**config.mk**
```make
export PLATFORM = sky130hd
export DESIGN_NAME = exmon
export DESIGN_NICKNAME = d
export VERILOG_FILES = /design/src/hdl/exmon_pkg.sv /design/src/hdl/exmon_ent.sv /design/src/hdl/exmon_rsv_ctrl.sv /design/src/hdl/exmon_wr_check.sv /design/src/hdl/exmon.sv
export VERILOG_INCLUDE_DIRS = /design/src /design/src/hdl
export SDC_FILE = /design/constraint.sdc
export NUM_CORES = 1
export LEC_CHECK = 0
export BUFFER_PORTS_ARGS = -buffer_cell sky130_fd_sc_hd__buf_2
export CELL_PAD_IN_SITES_DETAIL_PLACEMENT = 2
export CELL_PAD_IN_SITES_GLOBAL_PLACEMENT = 2
export CORE_MARGIN = 3
export CORE_UTILIZATION = 35
export CTS_CLUSTER_DIAMETER = 40
export DETAILED_ROUTE_END_ITERATION = 8
export GPL_ROUTABILITY_DRIVEN = 1
export PLACE_DENSITY = 0.74
export SYNTH_ARGS = -nofsm -noshare
export SYNTH_HDL_FRONTEND = slang
export SYNTH_SLANG_ARGS = --single-unit
```
**constraint.sdc**
```tcl
create_clock -name aclk -period 5.74 [get_ports aclk]
set_input_delay 0 -clock aclk [delete_from_list [all_inputs] [get_ports aclk]]
set_output_delay 0 -clock aclk [all_outputs]
set_load 0.02 [all_outputs]
```
**src/hdl/exmon_consts.svh**
```systemverilog
// field widths and reservation entry count for the exclusive monitor
`ifndef EXMON_CONSTS_SVH
`define EXMON_CONSTS_SVH

// axi address and id.
`define EXMON_ADDR_W 32
`define EXMON_ID_W 8

// burst shape.
`define EXMON_LEN_W 8
`define EXMON_SIZE_W 3
`define EXMON_BURST_W 2

// match attributes and the uncompared qos.
`define EXMON_CACHE_W 4
`define EXMON_PROT_W 3
`define EXMON_QOS_W 4
`define EXMON_REGION_W 4

// any value of 2 or more.
`define EXMON_ENTRIES 4

`endif

```
**src/hdl/exmon_pkg.sv**
```systemverilog
// field typedefs, exclusive command struct, size and mask helper functions
`include "exmon_consts.svh"

package exmon_pkg;

	typedef logic [`EXMON_ADDR_W-1:0]   addr_t;
	typedef logic [`EXMON_ID_W-1:0]     id_t;
	typedef logic [`EXMON_LEN_W-1:0]    len_t;
	typedef logic [`EXMON_SIZE_W-1:0]   size_t;
	typedef logic [`EXMON_BURST_W-1:0]  burst_t;
	typedef logic [`EXMON_CACHE_W-1:0]  cache_t;
	typedef logic [`EXMON_PROT_W-1:0]   prot_t;
	typedef logic [`EXMON_QOS_W-1:0]    qos_t;
	typedef logic [`EXMON_REGION_W-1:0] region_t;
	typedef logic [12:0]                page_off_t; // 4 KB offset plus carry.
	typedef logic [`EXMON_ENTRIES-1:0]  ent_vec_t;

	typedef struct packed {
		logic    lock;
		id_t     id;
		addr_t   addr;
		size_t   size;
		burst_t  burst;
		len_t    len;
		cache_t  cache;
		prot_t   prot;
		qos_t    qos;
		region_t region;
	} ex_cmd_t;

	function automatic logic [7:0] size_bytes(size_t size);
		return 8'h01 << size; // bytes per beat.
	endfunction

	function automatic logic [7:0] size_mask(size_t size);
		return 8'hff << size; // clears the sub-beat bits.
	endfunction

endpackage

```
**src/hdl/exmon_ent.sv**
```systemverilog
// reservation entry: stored exclusive read, registered write window, overlap clear, valid bit
`timescale 1ns/10ps
`include "exmon_consts.svh"

module exmon_ent (
	input  logic               aclk,
	input  logic               reset_n,
	input  logic               set,
	input  logic               dec_err,
	input  logic               norm_clr,
	input  logic               exok_clr,
	input  exmon_pkg::ex_cmd_t rd_cmd,
	input  exmon_pkg::ex_cmd_t wr_cmd,
	output logic               match_exclusive,
	output exmon_pkg::id_t     ent_id,
	output logic               ent_valid
);
	localparam int PAGE_W = `EXMON_ADDR_W - 12;

	exmon_pkg::ex_cmd_t   rsv_cmd;
	exmon_pkg::page_off_t rd_start;
	exmon_pkg::page_off_t rd_end;
	logic [11:0]          wr_beats;
	exmon_pkg::page_off_t incr_beats;
	exmon_pkg::page_off_t incr_block;
	exmon_pkg::page_off_t incr_end;
	logic [11:0]          wrap_block;
	logic [11:0]          wrap_lo;
	exmon_pkg::page_off_t win_start_nx;
	exmon_pkg::page_off_t win_end_nx;
	exmon_pkg::page_off_t win_start;
	exmon_pkg::page_off_t win_end;
	logic [PAGE_W-1:0]    win_page;
	logic                 norm_clr_q;
	logic                 overlap;
	logic                 valid_clr;

	always_ff @(posedge aclk) begin
		if (set) begin
			rsv_cmd <= rd_cmd;
		end
	end

	assign ent_id = rsv_cmd.id;

	// bytes held by the reservation.
	assign rd_start = {1'b0, rsv_cmd.addr[11:0]};
	assign rd_end   = rd_start + {5'b0, exmon_pkg::size_bytes(rsv_cmd.size)} - 13'd1;

	assign wr_beats   = {{(12-`EXMON_LEN_W){1'b0}}, wr_cmd.len} + 12'd1;
	assign incr_beats = wr_cmd.burst[0] ? {1'b0, wr_beats} : 13'd1; // fixed is one beat.
	assign incr_block = incr_beats << wr_cmd.size;
	assign incr_end   = (({1'b0, wr_cmd.addr[11:0]} + incr_block)
		& {5'h1f, exmon_pkg::size_mask(wr_cmd.size)}) - 13'd1;

	// wrap covers the whole aligned block.
	assign wrap_block = wr_beats << wr_cmd.size;
	assign wrap_lo    = wrap_block - 12'd1;

	always_comb begin
		if (wr_cmd.burst[1]) begin
			win_start_nx = {1'b0, wr_cmd.addr[11:0] & ~wrap_lo};
			win_end_nx   = {1'b0, wr_cmd.addr[11:0] | wrap_lo};
		end else begin
			win_start_nx = {1'b0, wr_cmd.addr[11:0]};
			win_end_nx   = incr_end;
		end
	end

	always_ff @(posedge aclk) begin
		win_start <= win_start_nx;
		win_end   <= win_end_nx;
		win_page  <= wr_cmd.addr[`EXMON_ADDR_W-1:12];
	end

	always_ff @(posedge aclk or negedge reset_n) begin
		if (!reset_n) begin
			norm_clr_q <= 1'b0;
		end else begin
			norm_clr_q <= norm_clr;
		end
	end

	assign overlap = (win_start <= rd_end)
		&& (rd_start <= win_end)
		&& (win_page == rsv_cmd.addr[`EXMON_ADDR_W-1:12]);

	// qos is not part of the match.
	assign match_exclusive = ent_valid
		&& (rsv_cmd.addr   == wr_cmd.addr)
		&& (rsv_cmd.id     == wr_cmd.id)
		&& (rsv_cmd.size   == wr_cmd.size)
		&& (rsv_cmd.len    == wr_cmd.len)
		&& (rsv_cmd.cache  == wr_cmd.cache)
		&& (rsv_cmd.prot   == wr_cmd.prot)
		&& (rsv_cmd.burst  == wr_cmd.burst)
		&& (rsv_cmd.region == wr_cmd.region)
		&& (wr_cmd.len == '0);

	assign valid_clr = (overlap && (exok_clr || norm_clr_q)) || dec_err;

	always_ff @(posedge aclk or negedge reset_n) begin
		if (!reset_n) begin
			ent_valid <= 1'b0;
		end else if (set) begin
			ent_valid <= 1'b1; // set beats any clear.
		end else if (valid_clr) begin
			ent_valid <= 1'b0;
		end
	end

endmodule

```
**src/hdl/exmon_rsv_ctrl.sv**
```systemverilog
// reservation controller: entry choice on exclusive reads, release on read decode error
`timescale 1ns/10ps
`include "exmon_consts.svh"

module exmon_rsv_ctrl (
	input  logic                                        aclk,
	input  logic                                        reset_n,
	input  logic                                        ar_valid,
	input  exmon_pkg::ex_cmd_t                          ar_cmd,
	input  logic                                        rd_err,
	input  exmon_pkg::id_t                              rd_err_id,
	input  exmon_pkg::ent_vec_t                         ent_valid,
	input  exmon_pkg::id_t [`EXMON_ENTRIES-1:0]         ent_id,
	output exmon_pkg::ent_vec_t                         set,
	output exmon_pkg::ent_vec_t                         dec_err
);
	localparam int PTR_W = $clog2(`EXMON_ENTRIES);

	exmon_pkg::ent_vec_t same_id;
	exmon_pkg::ent_vec_t free_vec;
	exmon_pkg::ent_vec_t pick;
	logic [PTR_W-1:0]    victim_ptr;
	logic                ex_rd;
	logic                use_victim;

	assign ex_rd = ar_valid && ar_cmd.lock;

	always_comb begin
		for (int i = 0; i < `EXMON_ENTRIES; i++) begin
			same_id[i] = ent_valid[i] && (ent_id[i] == ar_cmd.id);
			dec_err[i] = rd_err && ent_valid[i] && (ent_id[i] == rd_err_id);
		end
	end

	assign free_vec = ~ent_valid;

	always_comb begin
		use_victim = 1'b0;
		if (|same_id) begin
			pick = same_id & (~same_id + exmon_pkg::ent_vec_t'(1)); // one id, one entry.
		end else if (|free_vec) begin
			pick = free_vec & (~free_vec + exmon_pkg::ent_vec_t'(1)); // lowest free.
		end else begin
			pick       = exmon_pkg::ent_vec_t'(1) << victim_ptr;
			use_victim = 1'b1;
		end
	end

	assign set = ex_rd ? pick : '0;

	// round robin over full table.
	always_ff @(posedge aclk or negedge reset_n) begin
		if (!reset_n) begin
			victim_ptr <= '0;
		end else if (ex_rd && use_victim) begin
			if (victim_ptr == PTR_W'(`EXMON_ENTRIES-1)) begin
				victim_ptr <= '0;
			end else begin
				victim_ptr <= victim_ptr + 1'b1;
			end
		end
	end

endmodule

```
**src/hdl/exmon_wr_check.sv**
```systemverilog
// write checker: match reduction, registered okay and fail verdicts, exclusive clear pulse
`timescale 1ns/10ps

module exmon_wr_check (
	input  logic                aclk,
	input  logic                reset_n,
	input  logic                aw_valid,
	input  logic                aw_lock,
	input  exmon_pkg::ent_vec_t match,
	output logic                exok_clr,
	output logic                ex_okay,
	output logic                ex_fail
);
	logic any_match;
	logic ex_wr;
	logic okay_nx;
	logic fail_nx;
	logic okay_q;
	logic fail_q;

	assign any_match = |match;
	assign ex_wr     = aw_valid && aw_lock; // unlocked writes give no verdict.

	assign okay_nx = ex_wr && any_match;
	assign fail_nx = ex_wr && !any_match;

	always_ff @(posedge aclk or negedge reset_n) begin
		if (!reset_n) begin
			okay_q <= 1'b0;
			fail_q <= 1'b0;
		end else begin
			okay_q <= okay_nx;
			fail_q <= fail_nx;
		end
	end

	// a good exclusive write also clears overlapping reservations.
	assign exok_clr = okay_q;
	assign ex_okay  = okay_q;
	assign ex_fail  = fail_q;

endmodule

```
**src/hdl/exmon.sv**
```systemverilog
// exclusive access monitor top: entry array, reservation controller, write checker
`timescale 1ns/10ps
`include "exmon_consts.svh"

module exmon (
	input  logic                aclk,
	input  logic                reset_n,
	input  logic                ar_valid,
	input  exmon_pkg::ex_cmd_t  ar_cmd,
	input  logic                rd_err,
	input  exmon_pkg::id_t      rd_err_id,
	input  logic                aw_valid,
	input  exmon_pkg::ex_cmd_t  aw_cmd,
	output logic                ex_okay,
	output logic                ex_fail,
	output exmon_pkg::ent_vec_t rsv_valid
);
	exmon_pkg::ent_vec_t                set;
	exmon_pkg::ent_vec_t                dec_err;
	exmon_pkg::ent_vec_t                match;
	exmon_pkg::ent_vec_t                ent_valid;
	exmon_pkg::id_t [`EXMON_ENTRIES-1:0] ent_id;
	logic                               norm_clr;
	logic                               exok_clr;

	assign norm_clr  = aw_valid && !aw_cmd.lock; // plain write.
	assign rsv_valid = ent_valid;

	exmon_rsv_ctrl u_rsv_ctrl (
		.aclk      (aclk),
		.reset_n   (reset_n),
		.ar_valid  (ar_valid),
		.ar_cmd    (ar_cmd),
		.rd_err    (rd_err),
		.rd_err_id (rd_err_id),
		.ent_valid (ent_valid),
		.ent_id    (ent_id),
		.set       (set),
		.dec_err   (dec_err)
	);

	for (genvar g = 0; g < `EXMON_ENTRIES; g++) begin : g_ent
		exmon_ent u_ent (
			.aclk            (aclk),
			.reset_n         (reset_n),
			.set             (set[g]),
			.dec_err         (dec_err[g]),
			.norm_clr        (norm_clr),
			.exok_clr        (exok_clr),
			.rd_cmd          (ar_cmd),
			.wr_cmd          (aw_cmd),
			.match_exclusive (match[g]),
			.ent_id          (ent_id[g]),
			.ent_valid       (ent_valid[g])
		);
	end

	exmon_wr_check u_wr_check (
		.aclk     (aclk),
		.reset_n  (reset_n),
		.aw_valid (aw_valid),
		.aw_lock  (aw_cmd.lock),
		.match    (match),
		.exok_clr (exok_clr),
		.ex_okay  (ex_okay),
		.ex_fail  (ex_fail)
	);

endmodule

```
==> results.yml <==
run_status:
  status: "complete, no violations"
global_routing:
  antenna_found_initial: 3
  grt_pass1_vias: 19281
  grt_pass1_wl_um: 136000
  grt_start_max_net_pins: 67
  grt_use_total: 0.294
  grt_overflow: 0
drt:
  wl_per_cell_um: 30.3
  dr.pass1.iters: 5
  viasPerCell: 5.67
  vias: 17411
  detail-route-antenna-nets: 0
  drt_iter0_drc: 1283
  drc: 0
  drt-total-wl_um: 93100
setup_path:
  cp.required_ns: 6.20
  critPathTopFamily: "compound AO/OA/AOI/OAI gates"
  crit_type: "reg2reg"
  slowest_stage: "edfxtp_1"
  crit_path_end_kind: "register"
  path_max_fanout: 9
  arrival_ns: 5.38
  worstPathCellList: "or3b_2 -> ha_1 -> fa_1 -> nor2b_1 -> o21ai_0 -> a21boi_0 -> o21ai_0 -> a21oi_1 -> o21ai_0 -> and4_1 -> a211oi_1 -> ha_1 -> a221oi_1 -> a21oi_1 -> o21ai_0 -> a31oi_1 -> a211oi_1 -> o21bai_1"
  slowest_delay_ns: 0.55
  worst-path-buf-inv: 0
  cpMostUsedCell: "o21ai_0"
  cp-start-kind: "register"
die:
  die_area_um2: 63200
  ioPinCount: 157
  rows: 89
  die_w_um: 251
  start_util: 0.356
  die_h_um: 251
  core_area_um2: 59200
cts:
  ctsResizeCount: 0
  numCtsBuffers: 50
  tritoncts: "yes"
  clkTransAtPathRegs_ns: 0.06
  post-cts-setup-buffer-count: 0
  cts-root-buf: "clkbuf_16"
  cts_sinks: 310
  htreeDepth: 2
  clockBufferDepth: 3
  hold_buffers: 113
  clk_latency_ns: 0.59
cells_and_area:
  mostFrequentLayoutCell: "edfxtp_1"
  final_cell_mix: "256 x edfxtp_1, 207 x xnor2_1, 207 x xor2_1, 199 x inv_1, 192 x ha_1"
  fin_nets: 2602
  post_route_cells_drive_above_1_share: 0.117
  areaGrowthSynthToFinish_pct: 20.2
yosys:
  syn_avg_cell_area_um2: 10.5
  synth.yosys.warnings: 0
  yosysSeqAreaShare: 0.418
  synth_flop_cell: "edfxtp_1"
  ys_seq_elements: 310
  syn_inst: 2006
  synth_cell_types: 91
  syn-num-nets: 2354
  synth.largest_area_cell: "edfxtp_1"
  yosys-top-cells-area: "edfxtp_1 36%, ha_1 11%, xnor2_1 8.6%"
  async_flop_share: 0.0290
  synth-edff-count: 256
  synth_top_area_share: 0.365
  synth_area_um2: 21100
sta:
  max_freq_mhz: 203
  setup_viol: 0
  finalClockSkew_ns: 0.0180
  fin_crit_sh: 0.857
  worstMarginPinSlew_ns: 1.20
  hold_viol_final: 0
  rsz0062_at_grt: "no"
  period_minus_slack_ns: 4.92
  slew_headroom: 0.185
  setup_tns_ns: 0
  drv_slew: 0
  final.setup.worst_slack_ns: 0.820
place:
  dpl.hpwl_um: 69800
  gp_congestion: 0.967
  pre_cts_slack_ns: 0.862
  portBuffers: 148
power:
  ir_drop_uv: 279
  pwr_density_cell_nw_per_um2: 355
  power_uw: 9000
  leakage_uw: 0.0100
worst_hold_path:
  worst_hold_path_type: "in2reg"
run:
  drv_cap: 0
==> final cells by class <==
class | count | area (um^2)
repair buffers | 267 | 1930
clock inverters | 35 | 345
multi-input cells | 1424 | 11200
inverters | 201 | 754
clock buffers | 58 | 1300
diodes | 1 | 2.50
flip-flops and latches | 310 | 8810
well taps | 773 | 967
fillers | 6157 | 33900
==> where the power goes <==
group          internal [uW]  total, uW  switching [uW]
combinational           1090       2830            1750
sequential              2790       3130             340
clock                   1830       3040            1210
==> path summary, 6_finish.rpt <==
path	startpoint	endpoint	slack, ns	cells past startpoint
setup / recovery	g_ent[2].u_ent.rsv_cmd[25]	g_ent[2].u_ent.ent_valid	0.82	18
hold / removal	rd_err_id[5]	g_ent[1].u_ent.ent_valid	0.08	5
hold reg to reg	u_rsv_ctrl.victim_ptr[1]	u_rsv_ctrl.victim_ptr[1]	0.60	1
setup reg to reg	g_ent[2].u_ent.rsv_cmd[25]	g_ent[2].u_ent.ent_valid	0.82	18
min in group asynchronous	reset_n	g_ent[3].u_ent.norm_clr_q	0.49	3
max in group asynchronous	reset_n	g_ent[0].u_ent.ent_valid	4.85	3
==> logic make-up after synthesis <==
family / after synthesis / share of synthesized area
and+or+nand+nor: 468 / 0.125
xor gates and xnor gates: 415 / 0.173
AOI/OAI and AO/OA: 338 / 0.111
DFF: 310 / 0.418
buffers and inverters: 272 / 0.0511
adders and majority gates: 197 / 0.119
muxes: 6 / 0.00356
==> worst reg2reg max path, stage by stage (launching register included) <==
cell and delay [ns]:
edfxtp_1 0.55, or3b_2 0.50, ha_1 0.34, fa_1 0.48
nor2b_1 0.12, o21ai_0 0.11, a21boi_0 0.21, o21ai_0 0.15
a21oi_1 0.20, o21ai_0 0.14, and4_1 0.23, a211oi_1 0.24
ha_1 0.31, a221oi_1 0.41, a21oi_1 0.11, o21ai_0 0.09
a31oi_1 0.08, a211oi_1 0.42, o21bai_1 0.10
==> sequential cells by signal, summed over array words and instances, names as in the netlist <==
signal                  cells
g_ent.u_ent.ent_id         32
g_ent.u_ent.ent_valid       4
g_ent.u_ent.norm_clr_q      1
g_ent.u_ent.rd_start       48
g_ent.u_ent.rsv_cmd       176
g_ent.u_ent.win_end        13
g_ent.u_ent.win_page       20
g_ent.u_ent.win_start      12
u_rsv_ctrl.victim_ptr       2
u_wr_check.ex_fail          1
u_wr_check.ex_okay          1
==> through the flow <==
step | utilization | hold slack (ns) | instances | cell area (um^2)
global placement | 0.381 | -0.0870 | 2862 | 22600
floorplan | - | -0.296 | 2006 | 21100
detailed placement | 0.381 | -0.0929 | 2862 | 22600
CTS | 0.428 | 0.0309 | 3068 | 25300
global route | 0.428 | 0.110 | 3068 | 25300
finish | 0.428 | 0.0767 | 3069 | 25300
==> per-layer routing <==
layer / vias to the layer above / share of wire / track usage
li1: 7738 / - / -
met1: 8877 / 0.40 / 0.356
met2: 602 / 0.49 / 0.511
met3: 192 / 0.057 / 0.0452
met4: 2 / 0.056 / 0.144
met5: - / 0.00014 / 0
==> cells in the mapped netlist, types with 10 or more instances <==
library cell    n
nor2_1         53
o22ai_1        15
nand4_1        72
a31oi_1        17
edfxtp_1      256
o21a_1         27
inv_1         199
nor3_1         47
and2_1         14
nand2b_1       18
a21oi_1        67
nand3b_1       14
o21ai_0        65
dfxtp_1        45
xnor2_1       207
nand3_1        42
a21o_1         18
or3_1          13
nor4_1         61
xor2_1        207
a21boi_0       10
clkbuf_1       49
a211oi_1       13
ha_1          192
nor2b_1        32
nand2_1        65
(Power assumes the default switching activity.)
